**config.mk**
```make
export PLATFORM = sky130hd
export DESIGN_NAME = mac_array
export DESIGN_NICKNAME = d
export VERILOG_FILES = /design/src/ctrl_pkg.sv /design/src/core_pkg.sv /design/src/mac_array.sv
export SDC_FILE = /design/constraint.sdc
export NUM_CORES = 2
export LEC_CHECK = 0
export ABC_CLOCK_PERIOD_IN_PS = 8400
export BUFFER_PORTS_ARGS = -buffer_cell sky130_fd_sc_hd__buf_2
export CORE_MARGIN = 8
export CORE_UTILIZATION = 50
export CTS_BUF_LIST = sky130_fd_sc_hd__clkbuf_8 sky130_fd_sc_hd__clkbuf_16
export DETAILED_ROUTE_END_ITERATION = 7
export PLACE_DENSITY = 0.64
export SLEW_MARGIN = 20
export SYNTH_ARGS = -nofsm -noshare
export SYNTH_HDL_FRONTEND = slang
export SYNTH_SLANG_ARGS = --single-unit
```
**constraint.sdc**
```tcl
create_clock -name clk -period 8.4 [get_ports clk]
set_input_delay 0.84 -clock clk [delete_from_list [all_inputs] [get_ports clk]]
set_output_delay 0.84 -clock clk [all_outputs]
set_load 0.005 [all_outputs]
```
**src/ctrl_pkg.sv**
```systemverilog
package ctrl_pkg;

    // execution sequence: feed operands, one flush cycle, then drain rows
    typedef enum logic [1:0] {
        EXEC_IDLE,
        EXEC_FEED,
        EXEC_FLUSH,
        EXEC_DRAIN
    } exec_state_t;

    // store sequence over the result fifos
    typedef enum logic [1:0] {
        STORE_IDLE,
        STORE_POP,
        STORE_FINISH
    } store_state_t;

    // depth, row and array indices
    typedef logic [7:0] cnt_t;

endpackage

```
**src/core_pkg.sv**
```systemverilog
package core_pkg;

    // one int8 operand element
    localparam int OPND_W = 8;

    // accumulator width inside each mac cell
    localparam int PSUM_W = 32;

    // signed operand, as read from the X and Y buffers
    typedef logic signed [OPND_W-1:0] opnd_t;

    // signed partial sum; result words are COLS of these side by side
    typedef logic signed [PSUM_W-1:0] psum_t;

endpackage
```
**src/mac_array.sv**
```systemverilog
`timescale 1ns/1ns

module mac_array import core_pkg::*, ctrl_pkg::*; #(
    parameter int ROWS = 2,
    parameter int COLS = 4
) (
    input  logic                 clk,
    input  logic                 rst_n,
    input  logic                 i_clr,
    input  logic                 i_acc_en,
    input  opnd_t [ROWS-1:0]     i_x,
    input  opnd_t [COLS-1:0]     i_y,
    input  cnt_t                 i_drain_row,
    output psum_t [COLS-1:0]     o_row_data
);

    localparam int RW = (ROWS > 1) ? $clog2(ROWS) : 1;

    psum_t                     acc  [ROWS][COLS];
    logic signed [2*OPND_W-1:0] prod [ROWS][COLS];

    // x runs down the rows, y across the columns
    always_comb begin
        for (int r = 0; r < ROWS; r++) begin
            for (int c = 0; c < COLS; c++) begin
                prod[r][c] = $signed(i_x[r]) * $signed(i_y[c]);
            end
        end
    end

    always_ff @(posedge clk) begin
        if (!rst_n) begin
            for (int r = 0; r < ROWS; r++) begin
                for (int c = 0; c < COLS; c++) begin
                    acc[r][c] <= '0;
                end
            end
        end else if (i_clr) begin
            for (int r = 0; r < ROWS; r++) begin
                for (int c = 0; c < COLS; c++) begin
                    acc[r][c] <= '0;
                end
            end
        end else if (i_acc_en) begin
            for (int r = 0; r < ROWS; r++) begin
                for (int c = 0; c < COLS; c++) begin
                    // product sign-extended to the sum width
                    acc[r][c] <= acc[r][c] + psum_t'(prod[r][c]);
                end
            end
        end
    end

    // drain mux, column 0 in the low bits
    always_comb begin
        for (int c = 0; c < COLS; c++) begin
            o_row_data[c] = acc[i_drain_row[RW-1:0]][c];
        end
    end

endmodule

```
After elaboration in Yosys (flattened, before gate mapping)
Memory sizes are Yosys's and may differ from the RTL's.
Index checks and enable logic that the tools add are counted.
{"block": "word_totals", "ff_bits": 0, "latchBits": 0, "mem_bits_rw": 256, "rom_bits": 0, "inputBits": 60, "output_inout_bits": 128, "word_cells": 57, "memories": 1}
{"memory": "acc", "depth": 2, "width": 128, "read_ports": 3, "rd_ports_with_merged_regs": 0, "write_ports": 2, "line": "mac_array.sv:19", "rtl": "psum_t acc [ROWS][COLS];"}
{"block": "classes", "n_addsub": 8, "n_mul": 8, "div_mod_pow": 0, "n_lt_le_gt_ge": 0, "eq_ne": 0, "shift": 0, "muxes": 24, "bitwise": 16, "n_reduce_logical": 0}
{"operator": "two-way mux 32 bit", "n": 16}
{"operator": "adder 32 x 16 -> 32 bit", "n": 8}
{"operator": "multiplier 8 x 8 -> 16 bit", "n": 8}
{"operator": "OR 1 bit", "n": 16}
{"operator": "two-way mux 1 bit", "n": 8}

Longest topological paths before layout
{"block": "depth", "ltp_word": 5, "ltp_mapped": 23, "depth_no_buf": 22}

Worst setup path before layout
Ideal clock, no wire load.
{"block": "synth_path", "kind": "input to register", "startpoint": "input port i_x[7] (netlist name)", "endpoint": "memory acc[0][122] (netlist name) (data pin)", "setup_time_ns": 0.266, "arrival_ns": 6.810, "t_required_ns": 8.134, "slack_ns": 1.324, "stages": 19, "n_path_buf": 1, "cell_sequence": "clkbuf_1 -> and2_1 -> inv_1 -> fa_1 -> inv_1 -> fa_1 -> fa_1 -> fa_1 -> fa_1 -> ha_1 -> o21a_1 -> o31a_1 -> o41a_1 -> a211o_2 -> a41o_4 -> o21a_1 -> a21oi_1 -> xor2_1 -> nor2_1"}
{"element": "from (decl)", "line": "mac_array.sv:11", "rtl": "input opnd_t [ROWS-1:0] i_x,"}
{"element": "to (decl)", "line": "mac_array.sv:19"}

==> summary.log <==
qor: synth.netlist.area_leader.share 41.4%
qor: finish.top_regs acc: 256 flops
qor: route.detail_route.drc_violations 0
qor: synth.seq_area_frac_synth 14.6%
qor: synth.netlist-cell-type-count 78
qor: finish.area.growth.synth_to_final 7.25%
qor: sta.finalSetupViolCount 0
qor: status.status complete, no violations
qor: route.drt-pass1-iter-count 5
qor: floorplan.floorplan.die_area 0.116 mm^2
qor: sta.clock-skew-final 30.4 ps
qor: finish.layout-drive-gt1-share 8.41%
qor: setup_path.worstSetupPathType primary input to register
qor: clock_tree.tritoncts_clock_tree built
qor: finish.registers.top_by_ff_count acc
qor: grt.grt_max_degree 137
qor: route.num_vias 35.0k
qor: grt.grt_use_total 22.3%
qor: grt.antenna_found_initial 24
qor: setup_path.path_delay_family adder cells
qor: sta.rsz0062_at_grt no
qor: sta.clock.fmax 0.144 GHz
qor: synth.synthesis.nets 6628
qor: route.drt-vias-per-instance 5.39
qor: setup_path.cp_data_required_time 8740 ps
qor: synth.synth_top_area_cell fa_1
qor: setup_path.critical_path_s_slowest_cell buf_2
qor: synth.post_synth_instance_area 0.0527 mm^2
qor: floorplan.die_height 341 um
qor: route.drt_iter0_drc 1745
qor: clock_tree.cts_post_setup_buffers_inserted 0
qor: sta.max-slew-margin-rel 32.9%
qor: clock_tree.cts_htree_levels 2
qor: synth.synth_commonest_cells fa_1, inv_1, ha_1, nand2_1, and2_1
qor: sta.timing_worst_slew_pin_value 1010 ps
qor: clock_tree.path_clk_slew 50 ps
qor: sta.timing.final.max_slew_violations 0
qor: sta.post-route-min-period 6970 ps
qor: sta.timing.final.hold_violations 0
qor: run.max-cap-violations 0
qor: setup_path.timing.critical_path.arrival 7310 ps
qor: setup_path.worstSetupStartpointType primary input
qor: synth.synthesis.area_per_instance 10.7 um^2
qor: synth.post_synth_inst_count 4920
qor: finish.n_fill_cell 9412
qor: synth.ys.warnings.count 0
qor: grt.first_global_vias 38.6k
qor: floorplan.core_region_area 0.105 mm^2
qor: place.numPlacedInstances 6416
qor: place.detailedPlacementHpwl 98000 um
qor: setup_path.path_cells buf_2, and2_2, buf_4, fa_1, fa_1, fa_1, fa_1, ha_1, ha_1, a21oi_1, nor2_1, o21a_1, o41ai_1, a31oi_1, a211oi_1, a21oi_1, xnor2_1, and2_1
qor: clock_tree.cts_made_buffers 40
qor: route.wl_per_cell 19.2 um
qor: synth.ys_ff_latch 256
qor: clock_tree.clk-insertion-delay-late 620 ps
qor: floorplan.ioPinCount 188
qor: min_path.hold_class register to register
qor: sta.total_neg_setup_slack 0 ps
qor: floorplan.row_count 119
qor: finish.finalNonFillerCells 6496
qor: setup_path.timing.critical_path.mode_cell fa_1
qor: grt.globalRouteOverflowTotal 0
qor: clock_tree.clock_tree.buffer_depth 3
qor: finish.final_nets 6775
qor: place.port-buffer-count 180
qor: sta.fin_crit_sh 82.9%
qor: route.wl 125000 um
qor: grt.global_route_wire_length_before_repair 207000 um
qor: clock_tree.clock_tree.root_cell clkbuf_16
qor: clock_tree.post_cts_resize_count 0
qor: synth.number_of_enable_type_register_cells_in_the_synthesized_netlist 256
qor: place.placed_area 0.0553 mm^2
qor: setup_path.cp-end-kind register
qor: synth.yosys_most_used_dff edfxtp_1
qor: finish.largest_register_ff_count 256
qor: synth.synth_area_leaders fa_1, edfxtp_1, ha_1
qor: setup_path.worstPathBufferInverterCount 2
qor: synth.async_reset_ff_share 0%
qor: clock_tree.postCtsHoldBufs 0
qor: clock_tree.numClockSinks 256
qor: floorplan.fp.dieW 341 um
qor: setup_path.crit_path_max_fanout 32
qor: floorplan.floorplan.initialDensity 50.2%
qor: route.drtAntennaViolNets 0
qor: synth.yosysMostFrequentCell fa_1
qor: setup_path.worst_path_largest_cell_delay 620 ps
qor: place.finalWeightedCongestion 0.871
qor: finish.layout.cell_area.non_filler 0.0565 mm^2
==> path summary, 6_finish.rpt <==
check             start          to  slack [ps]  cells past startpoint
max             i_x[15]  acc[1][31]        1430                     18
min reg2reg  acc[1][64]  acc[1][64]         690                      2
max reg2reg  acc[1][70]  acc[1][94]        2320                     19
min          acc[1][64]  acc[1][64]         690                      2
==> layout by cell type (no fill, tap or decap), types with 105 or more instances in the layout <==
cell type     n
mux2_2      105
nand2_1     314
ha_1        560
fa_1       1088
inv_1       839
and2_1      293
xnor2_1     134
a21oi_1     135
o21ai_0     123
buf_2       179
nor2_1      298
edfxtp_1    256
==> cells by family (layout without fill, tap and decap cells) <==
family	count (synthesis)	after routing	share of synthesized area, %
adders and majority gates	1648	1648	54.7
and+or+nand+nor	1136	1136	10.5
buffers and inverters	972	1144	6.93
AOI/OAI and AO/OA	580	580	7.30
DFF	256	256	14.6
xor gates and xnor gates	217	217	3.61
muxes	111	111	2.36
other	0	13	0
==> per-layer routing <==
layer | wire [um] | global-route usage (%)
met5 | 104 | 0
met4 | 3310 | 5.92
met3 | 6860 | 4.06
met2 | 59500 | 36.5
met1 | 55100 | 30.6
==> worst register-to-register path, delay by kind of cell, from the launching register on <==
| kind | cells | cell delay [ps] |
|---|---|---|
| fa+ha+maj | 6 | 2750 |
| compound gates | 8 | 2120 |
| buf+inv | 4 | 260 |
| mux | 1 | 210 |
| flops | 1 | 420 |
==> through the flow <==
stage               hold slack, ps  util, %  setup WS [ps]
floorplan                      641        -           1320
global placement               656     52.7            979
detailed placement             671     52.7            908
CTS                            687     53.8           1560
global route                   709     53.9           1180
finish                         689     53.9           1430
==> area by class of cell <==
cell class | count | area, um^2 | share of cell area [%]
Timing Repair Buffer | 244 | 1400 | 2.48
Antenna cell | 13 | 32.5 | 0.0576
Clock buffer | 40 | 1000 | 1.77
Clock inverter | 27 | 151 | 0.268
Tap cell | 1391 | 1740 | 3.08
Sequential cell | 256 | 7690 | 13.6
Inverter | 833 | 3130 | 5.54
Multi-Input combinational cell | 3692 | 41300 | 73.2
Power is left out: the tool's default activity adds up to more than one toggle a clock period on the data nets, which glitch-free logic cannot reach.
