`config.mk`:
```
export PLATFORM = sky130hd
export DESIGN_NAME = store_ctrl
export DESIGN_NICKNAME = d
export VERILOG_FILES = /design/src/ctrl_pkg.sv /design/src/core_pkg.sv /design/src/store_ctrl.sv
export SDC_FILE = /design/constraint.sdc
export NUM_CORES = 1
export LEC_CHECK = 0
export BUFFER_PORTS_ARGS = -buffer_cell sky130_fd_sc_hd__buf_4
export CAP_MARGIN = 0
export CORE_AREA = 3 3 150 152
export DETAILED_ROUTE_END_ITERATION = 10
export DIE_AREA = 0 0 153 155
export PLACE_DENSITY = 0.51
export SETUP_SLACK_MARGIN = 0.5
export SYNTH_ARGS = -nofsm -noshare
export SYNTH_HDL_FRONTEND = slang
export SYNTH_SLANG_ARGS = --single-unit
```
`constraint.sdc`:
```
create_clock -name clk -period 2.2 [get_ports clk]
set_input_delay 0.11 -clock clk [delete_from_list [all_inputs] [get_ports clk]]
set_output_delay 0.11 -clock clk [all_outputs]
set_load 0.005 [all_outputs]
```
`src/ctrl_pkg.sv`:
```
package ctrl_pkg;

    // execution sequence: feed operands, one flush cycle, then drain rows
    typedef enum logic [1:0] {
        EXEC_IDLE,
        EXEC_FEED,
        EXEC_FLUSH,
        EXEC_DRAIN
    } exec_state_t;

    // store sequence over the result fifos
    typedef enum logic [1:0] {
        STORE_IDLE,
        STORE_POP,
        STORE_FINISH
    } store_state_t;

    // depth, row and array indices
    typedef logic [7:0] cnt_t;

endpackage

```
`src/core_pkg.sv`:
```
package core_pkg;

    // one int8 operand element
    localparam int OPND_W = 8;

    // accumulator width inside each mac cell
    localparam int PSUM_W = 32;

    // signed operand, as read from the X and Y buffers
    typedef logic signed [OPND_W-1:0] opnd_t;

    // signed partial sum; result words are COLS of these side by side
    typedef logic signed [PSUM_W-1:0] psum_t;

endpackage
```
`src/store_ctrl.sv`:
```
`timescale 1ns/1ns

module store_ctrl import core_pkg::*, ctrl_pkg::*; #(
    parameter int TAPU_NUM = 2,
    parameter int ROWS     = 2,
    parameter int COLS     = 4
) (
    input  logic                                   clk,
    input  logic                                   rst_n,
    input  logic                                   i_store_start,
    input  logic [TAPU_NUM-1:0][COLS*PSUM_W-1:0]   i_res_dout,
    output logic [TAPU_NUM-1:0]                    o_res_rd,
    input  logic                                   i_out_full,
    output logic                                   o_out_wr,
    output logic [COLS*PSUM_W-1:0]                 o_out_data,
    output logic                                   o_out_last,
    output logic                                   o_store_done
);

    localparam int TW = (TAPU_NUM > 1) ? $clog2(TAPU_NUM) : 1;

    store_state_t state;
    cnt_t         arr;
    cnt_t         row;

    // one word per cycle, held off while the output fifo is full
    assign o_out_wr     = (state == STORE_POP) & ~i_out_full;
    assign o_out_data   = i_res_dout[arr[TW-1:0]];
    assign o_out_last   = (arr == cnt_t'(TAPU_NUM - 1)) && (row == cnt_t'(ROWS - 1));
    assign o_store_done = (state == STORE_FINISH);

    always_comb begin
        for (int t = 0; t < TAPU_NUM; t++) begin
            o_res_rd[t] = o_out_wr && (arr == cnt_t'(t));
        end
    end

    always_ff @(posedge clk) begin
        if (!rst_n) begin
            state <= STORE_IDLE;
            arr   <= '0;
            row   <= '0;
        end else begin
            case (state)
                STORE_IDLE: begin
                    if (i_store_start) begin
                        state <= STORE_POP;
                        arr   <= '0;
                        row   <= '0;
                    end
                end
                STORE_POP: begin
                    if (o_out_wr) begin
                        if (row == cnt_t'(ROWS - 1)) begin
                            row <= '0;
                            if (arr == cnt_t'(TAPU_NUM - 1)) begin
                                state <= STORE_FINISH;
                            end else begin
                                arr <= arr + 1'b1;
                            end
                        end else begin
                            row <= row + 1'b1;
                        end
                    end
                end
                STORE_FINISH: state <= STORE_IDLE;
                default: state <= STORE_IDLE;
            endcase
        end
    end

endmodule

```
* After elaboration in Yosys (flattened, before gate mapping)
Cells that the tools add are included.
Cells by class: add/subtract/negate cells 2, $lt $le $gt $ge 1, eq/ne operators 9, muxes and demuxes 15, bitwise logic cells 2, reductions and logical operators 9
Operators by type and width (count):
- $mux 128 | 2
- $mux 8 | 6
- $pmux 8 s2 | 2
- $add 8x1->8 const B | 2
- $eq 8x1->1 const B | 2
- $logic_not 8->1 | 1
- $mux 2 | 4
- $ne 2x2->1 const B | 3
- $reduce_and 5->1 | 1
- $ne 2x1->1 const B | 2
- $pmux 2 s2 | 1
- $reduce_and 4->1 | 1
- $logic_and 1x1->1 | 3
- $reduce_and 3->1 | 1
- $eq 2x1->1 const B | 1
- $eq 2x2->1 const B | 1
- $logic_not 2->1 | 1
- $lt 1x2->1 const B | 1
- $reduce_bool 2->1 | 1
- $and 1x1->1 | 1
- $not 1->1 | 1
Word-level totals: bits in registers 18, input bits 260, output and inout bits 133, word-level logic and storage cells 41

* Logic depth before layout (Yosys ltp)
depth in word-level cells 5, gate-level depth with buffers 6, mapped depth without buffers 6

* Worst setup path before layout
Ideal clock, no wire load.
path kind flip-flop to flip-flop, from register arr[0], to register arr[1], setup time 0.120 ns, arrival time 1.678 ns, required time 2.080 ns, setup slack 0.403 ns, stages on the path, launching flop included 7, buffers on the path 3, clock period less this slack 1.797 ns, path through dfxtp_1 -> clkbuf_1 -> clkbuf_1 -> clkbuf_1 -> inv_1 -> ha_1 -> a211o_1
On the way: longest elaborated chain between the ends 5, elaborated cells on any way between the ends 8, classes of those cells 1 x add/sub; 2 x eq/ne; 4 x mux; 1 x reduce/logical
RTL lines:
- start: declaration | RTL line store_ctrl.sv:23 | cnt_t arr;
- start signal: assignment | RTL line store_ctrl.sv:59 | arr <= arr + 1'b1;
- $add 8x1->8 | RTL line store_ctrl.sv:59
- $mux 8 | RTL line store_ctrl.sv:56 | if (arr == cnt_t'(TAPU_NUM - 1)) begin
- $mux 8 | RTL line store_ctrl.sv:54 | if (row == cnt_t'(ROWS - 1)) begin
- $mux 8 | RTL line store_ctrl.sv:53 | if (o_out_wr) begin
- $pmux 8 s2 | RTL line store_ctrl.sv:44 | case (state)
Parallel ways exist; a longest one is shown, timed or not. The select of a mux whose other input is x is not followed. A chain may end at the register's enable or synchronous reset.

* Worst setup path after layout
from register arr[0], to output o_out_data[27]
On the way: longest elaborated chain between the ends 2
RTL lines:
- $mux 128 (not written as such) (2 in a row) | RTL line store_ctrl.sv:28 | assign o_out_data = i_res_dout[arr[TW-1:0]];
- end: declaration | RTL line store_ctrl.sv:15 | output logic [COLS*PSUM_W-1:0] o_out_data,
No other way between the ends. The select of a mux whose other input is x is not followed.

==> results.cfg <==
[outcome]
status = finished, final reports clean

[route]
detailroute.via_count = 3689
drt_iter0_drc = 96
route.detailed.wl_per_inst_um = 18.82
drt_wl_total_mm = 17.63
detail_route.drc_violations = 0
vias_per_cell = 3.937
drt-pass1-iter-count = 4
drt.antenna.violating_nets = 0

[sta]
finalSetupViolations = 0
number_of_hold_violations_in_the_final_report = 0
tns_ns = 0
grt_setup_unrepaired = yes
timing.fmax_mhz = 587.8
skew_ns = 0.006574
max_transition_margin = 0.6747
tightest_slew_ns = 0.4828
post-route-period-util = 0.7733
min_period_ns = 1.701
final-max-slew-violation-count = 0

[job]
max-cap-violations = 0

[die]
core_region_area_mm2 = 0.02115
design.die.area_mm2 = 0.02372
initial_core_util = 0.1241
core.rowCount = 53
die_w_um = 153
boundaryPins = 393
die_h_um = 155

[critical_path]
worst_setup_path_start_kind = flip-flop
timing.critical_path.required_ns = 2.09
endpoint_kind = output pin
cp_data_arrival_time_ns = 1.59
critical_path_peak_fanout = 30
r2r.worst_path.cells = 6
setup.worst_path.class = reg -> out

[final_layout]
layout.nets = 927
area_added_between_synthesis_and_finish_pct = 134.9
final_cell_area_mm2 = 0.006166
final_layout_size_suffix_gt1_frac = 0.8548
fill_cells = 2258
multi_input_comb_area_mm2 = 0.002200
regArea_um2 = 372.9

[synth]
synth_edf_count = 0
synth_ff_type = sky130_fd_sc_hd__dfxtp_1
synth.net_count = 534
synthTopCellsByArea = sky130_fd_sc_hd__mux2_2, sky130_fd_sc_hd__dfxtp_1, sky130_fd_sc_hd__ha_1
async_reset_ff_frac = 0
yosys_warnings = 0
mappedNetlistArea_mm2 = 0.002625
synthesis.area_per_instance_um2 = 9.758
yosys.cell_types.count = 52
synth_area_leader_cell = sky130_fd_sc_hd__mux2_2
post-synth-top-count-cell = sky130_fd_sc_hd__mux2_2
ys_ff_latch = 18
synth_top_area_frac = 0.5534
gate_count_after_technology_mapping = 269
sequential_element_share_of_the_synthesized_area = 0.1373
synth.cells.most_frequent = sky130_fd_sc_hd__mux2_2, sky130_fd_sc_hd__dfxtp_1, sky130_fd_sc_hd__nor2_1

[placed_design]
placed_area_mm2 = 0.005876
post-dp-hpwl_mm = 15.05
io_buffer_count = 392
globalplace.congestion = 0.8519

[cts]
cts_inserted_buffers = 3
cts.sink_count = 18
clock_latency_of_the_later_clocked_register_in_the_worst_skew_pair_ns = 0.26
buffers_from_clock_root_to_sink_at_most = 2
cts_tree = built
postCtsHoldBufs = 0
htree_levels = 1
clk_pin_slew_ns = 0.06
cts-root-buf = sky130_fd_sc_hd__clkbuf_16

[pwr]
worst_ir_drop_vdd_v = 0.0002519
pwr_density_cell_mw_per_mm2 = 570.7
power.leakage_nw = 2.897

[hold_path]
hold_class = in -> reg
holdPathStages = 3

[grt]
grt_max_degree = 32
first_global_vias = 3773
grt_first_pass_wirelength_mm = 24.53
grt_antenna_before_repair = 3
overflow = 0
grt_util_all_layers = 0.1338
registers in the layout, indices dropped and copies added (netlist names):
signal and cells:
state 2, arr 8, row 8
what timing repair did:
item / 4_1_cts / 5_1_grt
resized for setup: 6 / 13
pin swaps: 2 / 5
setup buffers: 3 / 5
endpoints found under the setup margin: 123 / 77
gates cloned: 2 / 0
where the power goes:
part           internal (mW)  switching [mW]
Combinational           1.74           0.996
Sequential             0.338          0.0353
Clock                  0.277           0.136
area by class of cell:
cell class | count | area share
Inverter | 7 | 0.005479
Antenna cell | 1 | 0.0004058
Timing Repair Buffer | 404 | 0.5067
Tap cell | 275 | 0.05580
Clock buffer | 4 | 0.01441
Multi-Input combinational cell | 228 | 0.3567
Sequential cell | 18 | 0.06047
per-layer routing:
metal  part of all wire  routed length [um]  global-route usage  vias to the layer above
met5             0.0015                  26                   0                        -
met2               0.53                9311              0.2394                      163
met1               0.37                6606              0.1617                     1712
met4              0.011                 193             0.01952                        4
met3              0.085                1496             0.04117                       14
li1                   -                   -                   -                     1796
critical path, cell delays in order (launching register included):
cell and delay [ns]:
sky130_fd_sc_hd__dfxtp_4 0.46, sky130_fd_sc_hd__bufbuf_16 0.37, sky130_fd_sc_hd__mux2_2 0.36, sky130_fd_sc_hd__buf_4 0.14
cell families (layout without fill, tap and decap cells):
kind of cell             after synthesis  in the layout  synth area share
AO/OA/AOI/OAI                         23             23           0.06102
AND/OR/NAND/NOR                       62             62            0.1492
flip-flops                            18             18            0.1373
multiplexers                         134            134            0.5729
other                                  0              1                 0
XOR/XNOR                               4              4           0.01334
buffers and inverters                 23            415           0.04242
adder cells (fa/ha/maj)                5              5           0.02383
through the flow:
stage / instances / hold WS (ns) / util / setup slack [ns] / power (mW)
finish: 937 / 0.1892 / 0.2915 / 0.4987 / 3.519
global route: 937 / 0.2034 / 0.2915 / 0.4385 / 3.726
CTS: 931 / 0.1819 / 0.2875 / 0.4686 / 3.533
detailed placement: 922 / 0.4395 / 0.2778 / 0.3693 / 2.919
global placement: 922 / 0.4543 / 0.2778 / 0.3914 / 2.927
floorplan: 269 / 0.3122 / - / 0.5123 / 1.497
cell usage in the layout (no fill, tap or decap), types with 4 or more instances in the layout:
cell type / n
sky130_fd_sc_hd__mux2_2: 129
sky130_fd_sc_hd__dfxtp_1: 14
sky130_fd_sc_hd__inv_1: 4
sky130_fd_sc_hd__ha_1: 4
sky130_fd_sc_hd__buf_4: 398
sky130_fd_sc_hd__a21oi_1: 6
sky130_fd_sc_hd__mux2i_1: 4
sky130_fd_sc_hd__nand2_1: 9
sky130_fd_sc_hd__or2_2: 4
sky130_fd_sc_hd__nor2_1: 11
sky130_fd_sc_hd__nand4_1: 6
sky130_fd_sc_hd__xnor2_1: 4
final timing paths:
path / slack (ns) / end / from
worst max-delay path: 0.50 / o_out_data[27] / arr[0]$_SDFFE_PN0P_
worst min register to register: 0.49 / arr[7]$_SDFFE_PN0P_ / arr[7]$_SDFFE_PN0P_
worst max register to register: 0.53 / arr[0]$_SDFFE_PN0P_ / row[1]$_SDFFE_PN0P_
worst min-delay path: 0.19 / state[0]$_SDFFE_PN0P_ / i_store_start
(Power assumes the default switching activity.)
