**src/ctrl_pkg.sv**
```systemverilog
package ctrl_pkg;

    // execution sequence: feed operands, one flush cycle, then drain rows
    typedef enum logic [1:0] {
        EXEC_IDLE,
        EXEC_FEED,
        EXEC_FLUSH,
        EXEC_DRAIN
    } exec_state_t;

    // store sequence over the result fifos
    typedef enum logic [1:0] {
        STORE_IDLE,
        STORE_POP,
        STORE_FINISH
    } store_state_t;

    // depth, row and array indices
    typedef logic [7:0] cnt_t;

endpackage

```
**src/exec_ctrl.sv**
```systemverilog
`timescale 1ns/1ns

module exec_ctrl import ctrl_pkg::*; #(
    parameter int ROWS      = 2,
    parameter int BUF_DEPTH = 16
) (
    input  logic clk,
    input  logic rst_n,
    input  logic i_exec_start,
    input  logic i_psu_clr,
    input  cnt_t i_depth,
    output cnt_t o_rd_addr,
    output logic o_acc_en,
    output logic o_clr,
    output cnt_t o_drain_row,
    output logic o_drain_wr,
    output logic o_exec_done
);

    exec_state_t state;
    cnt_t        depth_q;
    cnt_t        depth_sel;

    // keep K inside 1..BUF_DEPTH so the feed always terminates
    always_comb begin
        if (i_depth == '0) begin
            depth_sel = cnt_t'(1);
        end else if (i_depth > cnt_t'(BUF_DEPTH)) begin
            depth_sel = cnt_t'(BUF_DEPTH);
        end else begin
            depth_sel = i_depth;
        end
    end

    assign o_drain_wr = (state == EXEC_DRAIN);

    always_ff @(posedge clk) begin
        if (!rst_n) begin
            state       <= EXEC_IDLE;
            depth_q     <= cnt_t'(1);
            o_rd_addr   <= '0;
            o_drain_row <= '0;
            o_acc_en    <= 1'b0;
            o_clr       <= 1'b0;
            o_exec_done <= 1'b0;
        end else begin
            // buffer data lags the address by one cycle
            o_acc_en    <= (state == EXEC_FEED);
            o_clr       <= 1'b0;
            o_exec_done <= (state == EXEC_DRAIN) && (o_drain_row == cnt_t'(ROWS - 1));
            case (state)
                EXEC_IDLE: begin
                    if (i_exec_start) begin
                        state     <= EXEC_FEED;
                        depth_q   <= depth_sel;
                        o_rd_addr <= '0;
                        o_clr     <= i_psu_clr;
                    end
                end
                EXEC_FEED: begin
                    if (o_rd_addr == depth_q - 1'b1) begin
                        state <= EXEC_FLUSH;
                    end else begin
                        o_rd_addr <= o_rd_addr + 1'b1;
                    end
                end
                // last accumulate lands here
                EXEC_FLUSH: begin
                    state       <= EXEC_DRAIN;
                    o_drain_row <= '0;
                end
                EXEC_DRAIN: begin
                    if (o_drain_row == cnt_t'(ROWS - 1)) begin
                        state <= EXEC_IDLE;
                    end else begin
                        o_drain_row <= o_drain_row + 1'b1;
                    end
                end
                default: state <= EXEC_IDLE;
            endcase
        end
    end

endmodule

```
**config.mk**
```make
export PLATFORM = sky130hd
export DESIGN_NAME = exec_ctrl
export DESIGN_NICKNAME = d
export VERILOG_FILES = /design/src/ctrl_pkg.sv /design/src/exec_ctrl.sv
export SDC_FILE = /design/constraint.sdc
export NUM_CORES = 1
export LEC_CHECK = 0
export ABC_AREA = 1
export BUFFER_PORTS_ARGS = -buffer_cell sky130_fd_sc_hd__buf_2
export CORE_MARGIN = 5
export CORE_UTILIZATION = 59
export DETAILED_ROUTE_END_ITERATION = 10
export PLACE_DENSITY = 0.84
export SKIP_CTS_REPAIR_TIMING = 1
export SYNTH_ARGS = -nofsm -noshare
export SYNTH_HDL_FRONTEND = slang
export SYNTH_SLANG_ARGS = --single-unit
```
**constraint.sdc**
```tcl
create_clock -name clk -period 3.2 [get_ports clk]
set_clock_uncertainty 0.05 [all_clocks]
set_input_delay 0.96 -clock clk [delete_from_list [all_inputs] [get_ports clk]]
set_output_delay 0.96 -clock clk [all_outputs]
set_load 0.005 [all_outputs]
```
# ---- After elaboration in Yosys (flattened, before gate mapping)
# Cells that the tools add are included.
dict set report classes {
  muxes 11
  addsub 3
  order_cmp 1
  eq_ne 10
  reduce_logical 10
}
# cell n
set ops {}
lappend ops {{two-way mux 8 bit} 5}
lappend ops {{one-hot mux 8 bit (2 select lines)} 2}
lappend ops {{adder 8 x 1 -> 8 bit (second input constant)} 2}
lappend ops {{AND reduction 3 bit} 3}
lappend ops {{equality test 8 x 1 -> 1 bit (second input constant)} 1}
lappend ops {{equality test 8 bit} 1}
lappend ops {{greater-than comparator 8 x 5 -> 1 bit (second input constant)} 1}
lappend ops {{logical NOT 8 bit} 1}
lappend ops {{one-hot mux 2 bit (4 select lines)} 1}
lappend ops {{subtractor 8 x 1 -> 8 bit (second input constant)} 1}
lappend ops {{two-way mux 2 bit} 3}
lappend ops {{!= test 2 bit (second input constant)} 3}
lappend ops {{equality test 2 bit (second input constant)} 2}
lappend ops {{!= test 2 x 1 -> 1 bit (second input constant)} 2}
lappend ops {{AND reduction 2 bit} 2}
lappend ops {{nonzero test 2 bit} 2}
lappend ops {{equality test 2 x 1 -> 1 bit (second input constant)} 1}
lappend ops {{logical NOT 2 bit} 1}
lappend ops {{logical AND 1 bit} 1}
dict set report totals {
  register_bits 29
  wordCells 42
}

# ---- Logic depth before layout (Yosys ltp)
dict set report depth {
  word_depth 4
  ltp_mapped 16
}

# ---- Least setup slack after synthesis
# OpenSTA, ideal clock, no wires.
dict set report synth_timing {
  kind {in2reg}
  start {in i_depth[0]}
  end {reg depth_q[1]}
  t_arrival_ns 1.832
  path_buffers 0
  setup_slack_ns 1.248
  path_stages 6
  required_time_ns 3.080
  path_cell_list {or4_1 nand2_1 nand3_1 inv_2 nand2_1 a21oi_1}
}
dict set report synth_via {
  elab_chain_cells 3
  word_cells_on_any_way 4
  classes_between {order compare (1); mux (2); reduce/logical (1)}
}
# element line_no
set synth_lines {}
lappend synth_lines {{start: declaration} exec_ctrl.sv:11} ;# input cnt_t i_depth,
lappend synth_lines {{greater-than comparator 8 x 5 -> 1 bit} exec_ctrl.sv:28} ;# end else if (i_depth > cnt_t'(BUF_DEPTH)) begin
lappend synth_lines {{two-way mux 8 bit} exec_ctrl.sv:28}
lappend synth_lines {{two-way mux 8 bit (*)} exec_ctrl.sv:26} ;# if (i_depth == '0) begin
lappend synth_lines {{end signal: assignment} exec_ctrl.sv:40} ;# depth_q <= cnt_t'(1);
lappend synth_lines {{end signal: assignment} exec_ctrl.sv:55} ;# depth_q <= depth_sel;
lappend synth_lines {{end: declaration} exec_ctrl.sv:21} ;# cnt_t depth_q;
# Mark *: on every way between the ends. The rest lies on a longest branch, timed or not.
# A chain may end at the register's enable or synchronous reset.

# ---- Worst setup path in the final report
dict set report layout_timing {
  start {reg state[1]}
  end {out o_drain_wr}
}
dict set report layout_via {
  elab_chain_cells 1
}
# element line_no
set layout_lines {}
lappend layout_lines {{start: declaration} exec_ctrl.sv:20} ;# exec_state_t state;
lappend layout_lines {{start signal: assignment} exec_ctrl.sv:39} ;# state <= EXEC_IDLE;
lappend layout_lines {{start signal: assignment} exec_ctrl.sv:54} ;# state <= EXEC_FEED;
lappend layout_lines {{start signal: assignment} exec_ctrl.sv:62} ;# state <= EXEC_FLUSH;
lappend layout_lines {{equality test 2 bit} exec_ctrl.sv:35} ;# assign o_drain_wr = (state == EXEC_DRAIN);
lappend layout_lines {{end: declaration} exec_ctrl.sv:16} ;# output logic o_drain_wr,
# Every way passes these cells.

==> reports/metrics.csv <==
metric,value,unit
grt_pass1_wl,6.89,mm
ant_nets,0,
setup_tns,0,ps
num_antenna_cells,0,
die-width,64.3,um
rsz0062_at_grt,no,
holdWs,452,ps
grt_start_max_net_pins,19,
ys_seq_area_share,33.3,%
nNetsFinal,317,
drive_above_1_share,18.1,%
cts_tree,done,
crit_path_start,state[1],
multi_input_area,0.00102,mm2
final_cell_mix,"73 x nand2_1, 33 x nor2_1, 31 x buf_2, 29 x dfxtp_1, 27 x inv_1",
hp-start,depth_q[5],
clkTransAtPathRegs,90,ps
worstReg2RegStart,depth_q[0],
crit_slowest_cell,dfxtp_1,
htreeDepth,2,
die_area,0.00414,mm2
drt_iter0_drc,94,
rrSetupSlack,1130,ps
start_util,62.6,%
cts_root_buffer,clkbuf_4,
synthArstFlopShare,0,%
p_switching,0.528,mW
slew_headroom,63.3,%
syn_nets,281,
insertion_delay,340,ps
post-route-min-period,2080,ps
cp.required,2190,ps
mostFrequentLayoutCell,nand2_1,
via_per_inst,5.25,
coreArea,0.00278,mm2
power_frac_seq,32.6,%
path_max_fanout,4,
hold_depth,2,
p_int,0.813,mW
drc,0,
areaGrowthSynthToFinish,16.6,%
synth_ff_type,dfxtp_1,
end_kind,primary output,
clkPwrFrac,28.1,%
status,completed,
io_buffers,31,
grt_pass1_vias,1545,
yosysUniqueCellTypes,32,
hp-class,flop to flop,
post_drt_wl_per_cell,11.8,um
worstSetupStartpointType,flop,
seq_area,581,um2
comb_power_share,39.3,%
antenna_found_initial,0,
syn_area_per_cell,6.67,um2
finalHoldViolations,0,
ys_ff_latch,29,
dpl.hpwl,2.90,mm
drt-total-wl,3.89,mm
cp.arrival,1070,ps
num_rows,19,
synthCells,261,
slowest_delay,380,ps
leakage,0.929,nW
cts_made_buffers,5,
grt-ovfl-total,0,
swShare,39.4,%
ioPinCount,32,
worstReg2RegEnd,o_rd_addr[5],
worstPathCellList,"ha_1, buf_2",
die_height,64.3,um
synth_edf_count,0,
netlist_area,0.00174,mm2
ir_worst_vdd,0.555,mV
drt_first_pass_iters,4,
min_to,depth_q[5],
drv_slew,0,
max_clock_freq,480,MHz
grt_usage,20.5,%
maxCapViolCount,0,
ff2ff_path_depth,14,
finalSetupViolations,0,
clock_sinks,29,
fin_crit_sh,65.0,%
max_slew.worst_pin.slew,547,ps
clock_path_buffers,2,
crit_type,flop to primary output,
fillCellCount,233,
cellPowerDensity,660,mW/mm2
synth_warnings,0,
place_congestion,0.894,
via_count,1726,
==> per-layer routing <==
| layer | vias to the layer above | global-route usage [%] | wire length (um) |
|---|---|---|---|
| met5 | - | 0 | 0 |
| met4 | 0 | 8.40 | 61 |
| met3 | 5 | 5.60 | 269 |
| met2 | 48 | 30.6 | 1680 |
| met1 | 752 | 27.8 | 1880 |
| li1 | 921 | - | - |
==> cells in the mapped netlist (2+ instances only) <==
master,n,area [um2]
xor2_1,7,61.3
ha_1,8,100
inv_1,27,101
inv_2,6,22.5
clkinv_1,2,7.51
dfxtp_1,29,581
a21oi_1,14,70.1
nand3_1,13,65.1
nand3_4,2,35.0
nand4_1,9,56.3
nand2_2,2,12.5
clkbuf_1,2,7.51
nand2_1,73,274
nor2_2,2,12.5
o21ai_0,4,20.0
nor2_1,33,124
nor3_1,9,45.0
nor3b_1,4,30.0
o21ai_1,2,10.0
==> logic make-up (layout without fill, tap and decap cells) <==
family                     after synthesis  count (layout)  synth area share [%]
and+or+nand+nor                        153             153                  40.2
buffers and inverters                   37              74                  7.97
xor gates and xnor gates                 9               9                  4.96
AOI/OAI and AO/OA                       25              25                  7.83
DFF                                     29              29                  33.3
adders and majority gates                8               8                  5.75
==> through the flow <==
step / std cells / setup slack [ps] / instance area [um2] / total power, mW / utilization (%)
after CTS: 329 / 1100 / 2030 / 1.34 / 73.0
after detailed placement: 321 / 1070 / 1930 / 0.964 / 69.3
final: 329 / 1120 / 2030 / 1.34 / 73.0
after global placement: 321 / 1090 / 1930 / 0.952 / 69.3
after floorplan: 261 / 1250 / 1740 / 0.841 / -
after global routing: 329 / 923 / 2030 / 1.45 / 73.0
==> worst max-delay path: cells and delay by family, from the launching register on <==
| kind | cells | cell delay, ps |
|---|---|---|
| adders and majority gates | 1 | 230 |
| buffers and inverters | 1 | 130 |
| DFF | 1 | 380 |
==> power groups by stage <==
| stage | logic (mW) | clock network (mW) | registers, mW |
|---|---|---|---|
| floorplan | 0.402 | 0 | 0.439 |
| global placement | 0.508 | 0 | 0.444 |
| detailed placement | 0.519 | 0 | 0.445 |
| CTS | 0.526 | 0.382 | 0.436 |
| global route | 0.606 | 0.402 | 0.444 |
| finish | 0.527 | 0.377 | 0.437 |
==> layout make-up <==
type | instances | share of cell area, %
Clock buffer | 5 | 1.85
Clock inverter | 3 | 3.20
Inverter | 35 | 6.47
Multi-Input combinational cell | 195 | 50.3
Sequential cell | 29 | 28.6
Tap cell | 31 | 1.91
Timing Repair Buffer | 31 | 7.64
==> flip-flops by register name, indices dropped and copies added (netlist names) <==
name / cells
state: 2
o_exec_done: 1
depth_q: 8
o_clr: 1
o_acc_en: 1
o_drain_row: 8
o_rd_addr: 8
==> worst max path at each step <==
stage	slack (ps)	endpoint
after floorplan	1250	depth_q[1]
after global placement	1090	depth_q[2]
after detailed placement	1070	o_exec_done
after CTS	1100	o_drain_wr
after global routing	920	o_rd_addr[4]
final	1120	o_drain_wr
(Power assumes the default switching activity.)
