$ cat config.mk
export PLATFORM = sky130hd
export DESIGN_NAME = operand_buf
export DESIGN_NICKNAME = d
export VERILOG_FILES = /design/src/ctrl_pkg.sv /design/src/operand_buf.sv
export SDC_FILE = /design/constraint.sdc
export NUM_CORES = 1
export LEC_CHECK = 0
export BUFFER_PORTS_ARGS = -buffer_cell sky130_fd_sc_hd__clkbuf_2
export CAP_MARGIN = 25
export CORE_MARGIN = 2
export CORE_UTILIZATION = 60
export DETAILED_ROUTE_END_ITERATION = 12
export PLACE_DENSITY = 0.76
export SETUP_SLACK_MARGIN = 0.5
export SLEW_MARGIN = 10
export SYNTH_ARGS = -nofsm -noshare
export SYNTH_HDL_FRONTEND = slang
export SYNTH_SLANG_ARGS = --single-unit
$ cat constraint.sdc
create_clock -name clk -period 2.35 [get_ports clk]
set_input_delay 0.3525 -clock clk [delete_from_list [all_inputs] [get_ports clk]]
set_output_delay 0.3525 -clock clk [all_outputs]
set_load 0.005 [all_outputs]
$ cat src/ctrl_pkg.sv
package ctrl_pkg;

    // execution sequence: feed operands, one flush cycle, then drain rows
    typedef enum logic [1:0] {
        EXEC_IDLE,
        EXEC_FEED,
        EXEC_FLUSH,
        EXEC_DRAIN
    } exec_state_t;

    // store sequence over the result fifos
    typedef enum logic [1:0] {
        STORE_IDLE,
        STORE_POP,
        STORE_FINISH
    } store_state_t;

    // depth, row and array indices
    typedef logic [7:0] cnt_t;

endpackage

$ cat src/operand_buf.sv
`timescale 1ns/1ns

module operand_buf import ctrl_pkg::*; #(
    parameter int WIDTH = 32,
    parameter int DEPTH = 16
) (
    input  logic             clk,
    input  logic             rst_n,
    // load stream
    input  logic             i_valid,
    output logic             o_ready,
    input  logic [WIDTH-1:0] i_data,
    input  logic             i_last,
    output logic             o_load_done,
    // execution read port
    input  cnt_t             i_rd_addr,
    output logic [WIDTH-1:0] o_rd_data
);

    localparam int AW = (DEPTH > 1) ? $clog2(DEPTH) : 1;

    logic [WIDTH-1:0] mem [DEPTH];
    cnt_t             wr_addr;

    // the buffer always accepts a beat
    assign o_ready = 1'b1;

    // write address restarts at 0 after a last beat
    always_ff @(posedge clk) begin
        if (!rst_n) begin
            wr_addr     <= '0;
            o_load_done <= 1'b0;
        end else begin
            o_load_done <= i_valid & i_last;
            if (i_valid) begin
                if (i_last || wr_addr == cnt_t'(DEPTH - 1)) begin
                    wr_addr <= '0;
                end else begin
                    wr_addr <= wr_addr + 1'b1;
                end
            end
        end
    end

    always_ff @(posedge clk) begin
        if (i_valid) begin
            mem[wr_addr[AW-1:0]] <= i_data;
        end
    end

    // registered read, data one cycle after the address
    always_ff @(posedge clk) begin
        o_rd_data <= mem[i_rd_addr[AW-1:0]];
    end

endmodule

After elaboration in Yosys (flattened, before gate mapping)
Memory sizes are Yosys's and may differ from the RTL's. A register that Yosys moved wholly into a read port is not among the register bits.
Index checks and enable logic that the tools add are counted.

word-level totals
  bits of input ports = 44
  memories kept = 1
  register bits = 9
  output and inout port bits = 34
  RAM bits = 512
  word-level logic and storage cells = 10

memory list
  memory  words  bits a word  rd ports  clocked after Yosys merged registers in  write ports  line               source
  mem     16     32           1         1                                        1            operand_buf.sv:22  logic [WIDTH-1:0] mem [DEPTH];

operators by class
  mux-type cells = 3
  eq/ne operators = 1
  add/subtract/negate cells = 1
  reductions and logical operators = 1
  bitwise operators = 1

operator list
  cell                   count
  $add A8 B1 Y8 const B  1
  $eq A8 B4 Y1 const B   1
  $mux W8                1
  $mux W1                2
  $and A1 B1 Y1          1
  $logic_or A1 B1 Y1     1

Longest topological paths before layout
Gate-level depths: netlist of run 1.

  word-level depth = 3
  mapped depth = 5
  mapped depth without buffers = 4

Worst setup path before layout of run 1
No wires, ideal clock.

  kind = input port to flip-flop
  start point = input i_valid
  end point = memory mem[0][0], enable pin
  setup slack = 203 ps
  setup time = 392 ps
  stages on the path = 3
  data required time = 1958 ps
  buffers on the path = 1
  arrival time = 1755 ps
  cells stage by stage = clkbuf_1 -> nor3b_1 -> and2_1

on the way
  word-level cells in the longest chain between the ends = 2

ends and longest elaborated chain
  element                        line               source
  start, declared                operand_buf.sv:10  input logic i_valid,
  $mux W1                        operand_buf.sv:46  if (i_valid) begin
  $mux W1 (implied by the code)  operand_buf.sv:47  mem[wr_addr[AW-1:0]] <= i_data;
  end, declared                  operand_buf.sv:22

No other way between the ends.

Final worst setup path of run 1
  start point = register wr_addr[2]
  end point = memory mem[0][5], enable pin

RTL lines
  element                 line               source
  start, declared         operand_buf.sv:23  cnt_t wr_addr;
  start signal, assigned  operand_buf.sv:39  wr_addr <= wr_addr + 1'b1;

No word-level cell before the write port.

==> results.sh, run 1 <==
export IMPL_status="completed"
export IMPL_syn_avg_cell_area_um2=22.86
export IMPL_die_y_um=187.9
export IMPL_worstRegToRegCells=3
export IMPL_slew_headroom_pct=50.41
export IMPL_die_w_um=187.9
export IMPL_cts_tree="done"
export IMPL_avgRoutedWirePerCell_um=26.90
export IMPL_endpoint_kind="register"
export IMPL_n_antenna_cell=0
export IMPL_grt_remaining_overflow=0
export IMPL_clock_latency_ns=0.55
export IMPL_rsz0062_at_grt="no"
export IMPL_final_cell_area_um2=23340
export IMPL_antenna_found_initial=0
export IMPL_crit_fanout=16
export IMPL_dr_pass1_iters=5
export IMPL_row_count=67
export IMPL_drtIter0Drc=1250
export IMPL_yosysUniqueCellTypes=29
export IMPL_crit_chain="nor3b_1, and2_2, buf_12"
export IMPL_crit_path_max_incr_delay_ns=0.43
export IMPL_port_buffers=72
export IMPL_p_leak_nw=7.679
export IMPL_syn_instance_count=888
export IMPL_gp_congestion=0.7647
export IMPL_drv_cap=0
export IMPL_vias=9408
export IMPL_vdd_drop_max_mv=0.6422
export IMPL_final_max_slew_viol_count=0
export IMPL_synth_top_family_by_area="multiplexers"
export IMPL_place_area_um2=21720
export IMPL_grt_pass1_vias=9738
export IMPL_fmax_ghz=0.5480
export IMPL_ant_nets=0
export IMPL_area_growth_pct=14.96
export IMPL_start_util_pct=60.69
export IMPL_power_switching_mw=3.910
export IMPL_clk_pin_slew_ns=0.06
export IMPL_cp_arrival_ns=2.07
export IMPL_yosys_area_share_simple_pct=1.824
export IMPL_clockRootBuffer="clkbuf_16"
export IMPL_cts_buffer_depth=3
export IMPL_synth_edf_count=512
export IMPL_fin_hold_ws_ns=0.05607
export IMPL_drc=0
export IMPL_async_flop_share_pct=0
export IMPL_final_period_utilization_pct=77.65
export IMPL_io_pins=78
export IMPL_whs_path_depth=2
export IMPL_syn_area_um2=20300
export IMPL_synthMuxAreaShare_pct=14.25
export IMPL_power_density_nw_per_um2=843.8
export IMPL_synth_adder_area_share_pct=0.2465
export IMPL_grt_max_degree=33
export IMPL_required_ns=2.60
export IMPL_startpoint_type="register"
export IMPL_worstSetupPathType="register to register"
export IMPL_cts_htree_levels=2
export IMPL_synth_seq_cells=553
export IMPL_cts_buffers=53
export IMPL_ys_flop_type="edfxtp_1"
export IMPL_grt_pass1_wl_um=60820
export IMPL_holdBufCountCts=0
export IMPL_pwr_share_seq_pct=55.5
export IMPL_synth_compound_area_share_pct=2.576
export IMPL_period_minus_slack_ns=1.825
export IMPL_ys_warnings_count=0
export IMPL_fin_skew_ns=0.01351
export IMPL_setup_tns_final_ns=0
export IMPL_core_area_um2=33450
export IMPL_clock_sinks=553
export IMPL_die_area_um2=35320
export IMPL_crit_slowest_cell="nor3b_1"
export IMPL_vias_per_cell=6.243
export IMPL_hpwl_um=22430
export IMPL_track_usage_pct=23.70
export IMPL_syn_nets=936
export IMPL_share_comb_of_total_power_pct=4.6
export IMPL_min_path_type="input port to register"
export IMPL_drive_above_1_share_pct=32.77
export IMPL_worst_pin_slew_ns=0.7438
export IMPL_finalSetupViolCount=0
export IMPL_hold_violations=0
export IMPL_switching_share_pct=19.86
export IMPL_p_clk_share_pct=39.9
export IMPL_nets=1066
export IMPL_p_int_mw=15.78
export IMPL_yosysSeqAreaShare_pct=79.78
export IMPL_drt_total_wl_um=40530
export IMPL_synth_xor_area_share_pct=0.1294
## flip-flops by register name, indices dropped and copies added, names as in the netlist
name,cells
o_rd_data,32
o_load_done,1
wr_addr,8
mem,512
## cell usage in the layout (no fill, tap or decap), types with 3 or more instances in the layout
cell,instances
edfxtp_1,512
mux4_2,128
clkbuf_2,70
a22oi_1,64
clkbuf_16,53
dfxtp_1,41
nand2_1,38
buf_4,26
buf_12,24
clkinv_2,15
and2_2,14
clkbuf_1,14
clkinv_1,6
nor2_1,5
clkbuf_8,5
a21oi_1,4
ha_1,4
nand4_1,3
o21ai_0,3
or3_1,3
## metal layers
metal	global-route usage, %	vias up	part of all wire (%)
met3	3.200	61	8.0
met4	5.512	0	1.7
met2	38.86	458	50
li1	-	4001	-
met5	0	-	0
met1	34.88	4888	40
## Yosys cell counts, types with 2 or more instances
| cell | number | share of area [%] |
|---|---|---|
| edfxtp_1 | 512 | 76 |
| mux4_2 | 128 | 14 |
| a22oi_1 | 64 | 2.4 |
| dfxtp_1 | 41 | 4.0 |
| nand2_1 | 38 | 0.70 |
| clkbuf_1 | 18 | 0.33 |
| and2_1 | 16 | 0.49 |
| buf_2 | 10 | 0.25 |
| buf_4 | 10 | 0.37 |
| buf_1 | 9 | 0.17 |
| nor2_1 | 6 | 0.11 |
| a21oi_1 | 4 | 0.099 |
| ha_1 | 4 | 0.25 |
| inv_1 | 3 | 0.055 |
| nand4_1 | 3 | 0.092 |
| o21ai_0 | 3 | 0.074 |
| or3_1 | 3 | 0.092 |
| and3_1 | 2 | 0.062 |
| nand3_1 | 2 | 0.049 |
| nor2b_1 | 2 | 0.062 |
| xor2_1 | 2 | 0.086 |
## worst max-delay path, delay by kind of cell (launching register included)
family | cells | cell delay, ns
and+or+nand+nor | 2 | 0.86
DFF | 1 | 0.42
buffers and inverters | 1 | 0.23
## final cells by class
class / count / area [um2]
Fill cell: 1928 / 10110
Inverter: 3 / 11.26
Clock buffer: 71 / 1434
Sequential cell: 553 / 16200
Timing Repair Buffer: 122 / 1051
Clock inverter: 25 / 172.7
Tap cell: 448 / 560.5
Multi-Input combinational cell: 285 / 3911
## final timing paths
check / startpoint / to / slack [ns]
setup / recovery: wr_addr[2] / mem[0][5] / 0.53
hold / removal: i_last / o_load_done / 0.06
setup reg to reg: wr_addr[2] / mem[0][5] / 0.53
hold reg to reg: wr_addr[7] / wr_addr[7] / 0.50
## what timing repair did
item,CTS,global route
setup endpoints to repair,3,38
cloned,0,0
pin swaps,0,1
resized for setup,1,2
setup buffers,0,1
## through the flow
stage | std cells | setup WS, ns | total power, mW | utilization, %
finish | 1507 | 0.5251 | 19.69 | 69.77
detailed placement | 1410 | 0.2983 | 12.05 | 64.92
CTS | 1506 | 0.5387 | 19.84 | 69.73
global route | 1507 | 0.4983 | 20.27 | 69.77
floorplan | 888 | 0.5295 | 11.62 | -
global placement | 1410 | 0.3445 | 12.02 | 64.92
## power by group through the flow
| stage | registers, mW | logic [mW] | clock network, mW |
|---|---|---|---|
| 2_1_floorplan | 11.1 | 0.480 | 0 |
| 3_3_place_gp | 11.1 | 0.883 | 0 |
| 3_5_place_dp | 11.1 | 0.907 | 0 |
| 4_1_cts | 10.9 | 0.915 | 7.99 |
| 5_1_grt | 10.9 | 0.977 | 8.35 |
| 6_report | 10.9 | 0.905 | 7.85 |
## logic make-up (layout without fill, tap and decap cells)
group | after synthesis | after routing
other | 1 | 1
and+or+nand+nor | 76 | 76
AOI/OAI and AO/OA | 72 | 72
buffers and inverters | 50 | 221
xor gates and xnor gates | 3 | 3
DFF | 553 | 553
adders and majority gates | 4 | 4
muxes | 129 | 129
Power figures use the tool's default switching activity.
==> inputs of run 2 (changes only) <==
- CORE_UTILIZATION: 60 -> 55
- PLACE_DENSITY: 0.76 -> 0.73
- clock period: 2.35 -> 1.5 ns (I/O delays scaled with it)
==> run 2 against run 1 <==
Effect of this change: cell area grew 6.4%; clock power grew 62%; power grew 60%; global-route usage grew 0.28 points; core utilization shrank 1.6 points; critical endpoint is now mem[15][17]; largest power group unchanged; highest routed layer is now met5.
==> results.sh, run 2 (synthesis results as in run 1) <==
export IMPL_multi_input_area_um2=4009
export IMPL_core_area_um2=36430
export IMPL_worstReg2RegStart="wr_addr[0]"
export IMPL_worstSetupPathType="register to register"
export IMPL_port_buffers=72
export IMPL_startpoint_type="register"
export IMPL_fmax_ghz=0.6814
export IMPL_fin_hold_ws_ns=0.05385
export IMPL_crit_chain="ha_4, nand4_1, buf_4, clkinvlp_4, buf_12, buf_16"
export IMPL_required_ns=1.78
export IMPL_cts_tree="done"
export IMPL_register_area_um2=16210
export IMPL_met3_usage_pct=4.762
export IMPL_status="completed"
export IMPL_final_cells=1608
export IMPL_use_met2_pct=39.42
export IMPL_grtUsageMet1_pct=33.08
export IMPL_crit_slowest_cell="dfxtp_4"
export IMPL_vias_per_cell=6.131
export IMPL_crit_fanout=6
export IMPL_row_count=70
export IMPL_vias=9859
export IMPL_grt_pass1_wl_um=66160
export IMPL_track_usage_pct=23.98
export IMPL_hp_start="i_valid"
export IMPL_endpoint_kind="register"
export IMPL_grt_remaining_overflow=0
export IMPL_place_area_um2=22460
export IMPL_drc=0
export IMPL_cp_num_buf_inv=4
export IMPL_grt_pass1_vias=10290
export IMPL_final_period_utilization_pct=97.83
export IMPL_power_density_nw_per_um2=1265
export IMPL_gp_congestion=0.7420
export IMPL_top_usage_layer="met2"
export IMPL_clock_sinks=553
export IMPL_cts_buffers=52
export IMPL_clk_pin_slew_ns=0.06
export IMPL_nets=1142
export IMPL_final_max_slew_viol_count=0
export IMPL_min_path_type="input port to register"
export IMPL_die_y_um=196.1
export IMPL_clock_latency_ns=0.58
export IMPL_largest_reg_flops=512
export IMPL_cp_top_family="buffers and inverters"
export IMPL_drt_total_wl_um=45650
export IMPL_fin_skew_ns=0.01690
export IMPL_setup_worst_path_start="wr_addr[0]"
export IMPL_avgRoutedWirePerCell_um=28.39
export IMPL_final_cell_mix="512 x edfxtp_1, 128 x mux4_2, 70 x clkbuf_2"
export IMPL_finalSetupViolCount=0
export IMPL_ant_nets=0
export IMPL_p_leak_nw=8.283
export IMPL_die_area_um2=38460
export IMPL_drv_cap=0
export IMPL_start_util_pct=55.71
export IMPL_final_common_cell="edfxtp_1"
export IMPL_io_pins=78
export IMPL_hold_violations=0
export IMPL_cts_htree_levels=2
export IMPL_crit_path_max_incr_delay_ns=0.38
export IMPL_final_cell_area_um2=24830
export IMPL_grt_max_degree=33
export IMPL_cp_arrival_ns=1.75
export IMPL_clockRootBuffer="clkbuf_16"
export IMPL_vdd_drop_max_mv=1.050
export IMPL_die_w_um=196.1
export IMPL_antenna_found_initial=1
export IMPL_cts_buffer_depth=3
export IMPL_dr_pass1_iters=5
export IMPL_drtIter0Drc=1138
export IMPL_setup_tns_final_ns=0
export IMPL_n_fill_cell=2155
export IMPL_area_growth_pct=22.32
export IMPL_period_minus_slack_ns=1.468
export IMPL_hpwl_um=25160
export IMPL_dpl_cell_count=1474
export IMPL_rsz0062_at_grt="yes"
export IMPL_drive_above_1_share_pct=39.63
export IMPL_post_route_util_pct=68.15
[run 2: cell types whose count changed in the layout (fill, tap and decap cells not counted), moves of 5 or more]
cell      change
and2_2       -13
and2_4       +13
buf_12       +35
buf_16       +10
buf_4        +23
clkbuf_1     -10
dfxtp_1       -5
[run 2: path summary, 6_finish.rpt]
path	endpoint	slack [ns]	cells after the start
setup / recovery	mem[15][17]	0.03	6
hold / removal	o_load_done	0.05	2
setup reg to reg	mem[15][17]	0.03	6
hold reg to reg	wr_addr[6]	0.56	2
[run 2: metal layers]
layer  vias up  part of all wire [%]
li1       4162                     -
met3        68                   7.0
met4         2                   2.3
met2       425                    50
met1      5202                    40
met5         -                 0.026
[run 2: timing repair]
action,in CTS,in global routing
hold buffers,2,0
pin swaps,5,7
hold endpoints to repair,3,0
endpoints found under the setup margin,585,585
cloned,10,3
gates resized for setup,32,10
setup buffers,18,1
[run 2: where the power goes]
group          total [mW]  switching (mW)  internal, mW
clock                12.7            5.58          7.15
sequential           17.1          0.0909          17.1
combinational        1.54           0.832         0.705
[run 2: area by class of cell]
cell class                 count  area share (%)
antenna                        2         0.02016
clock buffer                  60           5.568
clock inverter                38           1.124
inverter                       3         0.06047
multi-input combinational    285           16.14
sequential                   553           65.29
tap                          468           2.358
timing repair buffer         199           9.438
[run 2: stage by stage]
| step | worst slack (ns) | power [mW] |
|---|---|---|
| after floorplan | -0.02367 | 18.22 |
| after global placement | -0.1961 | 18.93 |
| after detailed placement | -0.2397 | 18.98 |
| after CTS | 0.06138 | 31.54 |
| after global routing | -0.02303 | 32.26 |
| final | 0.03250 | 31.42 |
[run 2: worst register-to-register path: stages (launching register included)]
cell	delay, ns
dfxtp_4	0.38
ha_4	0.14
nand4_1	0.11
buf_4	0.17
clkinvlp_4	0.09
buf_12	0.15
buf_16	0.16
==> inputs of run 3 (changes only) <==
- PLACE_DENSITY: 0.73 -> 0.75
==> run 3 against run 2 <==
Effect of this change: clock power up 6%; count of clock-buffer cells in the layout up 12; sequential share of layout area down 0.49 points; worst hold slack worse by 0.014 ns; final cell count down 0.75%; die area unchanged; first-iteration DRC count up 1.6%; sequential power about the same; global-route usage up 0.56 points; flip-flop and latch count unchanged; setup slack better by 0.024 ns; critical path type unchanged; critical endpoint is now mem[6][14]; largest cell class unchanged.
==> results.sh, run 3 (synthesis results as in run 1) <==
export IMPL_status="completed"
export IMPL_pwr_share_seq_pct=53.3
export IMPL_startpoint_type="register"
export IMPL_final_period_utilization_pct=96.25
export IMPL_share_comb_of_total_power_pct=5.3
export IMPL_worstReg2RegStart="wr_addr[0]"
export IMPL_clock_latency_ns=0.60
export IMPL_hold_violations=0
export IMPL_worstSetupPathType="register to register"
export IMPL_track_usage_pct=24.54
export IMPL_required_ns=1.78
export IMPL_drt_total_wl_um=48340
export IMPL_die_area_um2=38460
export IMPL_min_path_type="input port to register"
export IMPL_grt_max_degree=47
export IMPL_slew_headroom_pct=43.69
export IMPL_fmax_ghz=0.6926
export IMPL_grt_remaining_overflow=0
export IMPL_port_buffers=72
export IMPL_antenna_found_initial=2
export IMPL_clockRootBuffer="clkbuf_16"
export IMPL_clock_sinks=553
export IMPL_grt_pass1_wl_um=67450
export IMPL_ant_nets=0
export IMPL_final_common_cell="edfxtp_1"
export IMPL_power_switching_mw=6.728
export IMPL_reg2reg_to="mem[6][14]"
export IMPL_dr_pass1_iters=5
export IMPL_endpoint_kind="register"
export IMPL_die_w_um=196.1
export IMPL_ff2ff_setup_slack_ns=0.06
export IMPL_vias=10080
export IMPL_grt_pass1_vias=10290
export IMPL_cts_htree_levels=2
export IMPL_worst_pin_slew_ns=0.8429
export IMPL_hp_start="i_data[21]"
export IMPL_final_cell_mix="512 x edfxtp_1, 128 x mux4_2, 61 x clkbuf_2"
export IMPL_clk_pin_slew_ns=0.07
export IMPL_drv_cap=0
export IMPL_row_count=70
export IMPL_finalSetupViolCount=0
export IMPL_whs_endpoint="mem[4][21]"
export IMPL_p_leak_nw=8.243
export IMPL_hpwl_um=24820
export IMPL_fin_skew_ns=0.02315
export IMPL_whs_path_depth=1
export IMPL_gp_congestion=0.7160
export IMPL_period_minus_slack_ns=1.444
export IMPL_drc=0
export IMPL_switching_share_pct=20.88
export IMPL_cts_tree="done"
export IMPL_nets=1130
export IMPL_drive_above_1_share_pct=45.79
export IMPL_power_density_nw_per_um2=1285
export IMPL_avgRoutedWirePerCell_um=30.29
export IMPL_core_area_um2=36430
export IMPL_largest_reg_flops=512
export IMPL_n_fill_cell=2052
export IMPL_drtIter0Drc=1156
export IMPL_cp_arrival_ns=1.72
export IMPL_p_clk_share_pct=41.5
export IMPL_io_pins=78
export IMPL_setup_tns_final_ns=0
export IMPL_crit_fanout=13
export IMPL_start_util_pct=55.71
export IMPL_area_growth_pct=23.52
export IMPL_worstRegToRegCells=5
export IMPL_cts_buffer_depth=3
export IMPL_die_y_um=196.1
export IMPL_vdd_drop_max_mv=0.9838
export IMPL_final_max_slew_viol_count=0
export IMPL_p_int_mw=25.49
export IMPL_rsz0062_at_grt="yes"
export IMPL_fin_hold_ws_ns=0.03946
export IMPL_vias_per_cell=6.316
export IMPL_cts_buffers=53
==> run 3: stage by stage <==
step	setup slack (ns)	std cells	total power [mW]	util (%)	cell area [um2]
after floorplan	-0.02367	888	18.22	-	20380
after global placement	-0.1673	1468	18.95	61.55	22430
after detailed placement	-0.2258	1468	19.00	61.55	22430
after CTS	0.09912	1585	32.11	67.39	24550
after global routing	0.02495	1595	33.06	68.81	25070
final	0.05624	1596	32.22	68.82	25070
==> run 3: cell type report <==
class                   count  area, um2  share of cell area (%)
diodes                      1      2.502                0.009980
inverters                   3      17.52                 0.06986
clock buffers              72       1480                   5.903
flip-flops and latches    553      16250                   64.80
clock inverters            28      264.0                   1.053
repair buffers            185       2167                   8.643
well taps                 468      585.6                   2.335
multi-input cells         286       4310                   17.19
==> run 3: power by group through the flow <==
stage / sequential [mW] / combinational, mW / clock (mW)
detailed placement: 17.5 / 1.53 / 0
global route: 17.2 / 1.81 / 14.1
CTS: 17.1 / 1.57 / 13.4
floorplan: 17.5 / 0.761 / 0
finish: 17.2 / 1.70 / 13.4
global placement: 17.5 / 1.48 / 0
==> run 3: worst max-delay path: stages (launching register included) <==
cell and delay (ns):
dfxtp_4 0.37, inv_2 0.12, ha_4 0.17, and2_4 0.18, buf_4 0.14, buf_12 0.15
==> run 3: per-layer routing <==
layer / track usage [%] / wire [um]
met5: 0 / 13
met4: 7.576 / 1296
met3: 3.988 / 3557
met2: 42.11 / 24830
met1: 32.80 / 18650
==> run 3: how the worst max path moves through the flow <==
stage / to / slack (ns) / startpoint
after global routing: wr_addr[7] / 0.02 / wr_addr[4]
final: mem[6][14] / 0.06 / wr_addr[0]
after floorplan: mem[15][0] / -0.02 / wr_addr[0]
after global placement: o_rd_data[7] / -0.17 / i_rd_addr[0]
after CTS: mem[0][27] / 0.1 / wr_addr[2]
after detailed placement: o_rd_data[10] / -0.23 / i_rd_addr[0]
==> run 3: repair_timing <==
action,in CTS,in global routing
pin swaps,8,60
setup endpoints to repair,585,585
resized for setup,33,97
setup buffers,11,3
hold endpoints to repair,3,0
gates cloned,4,7
hold buffers,2,0
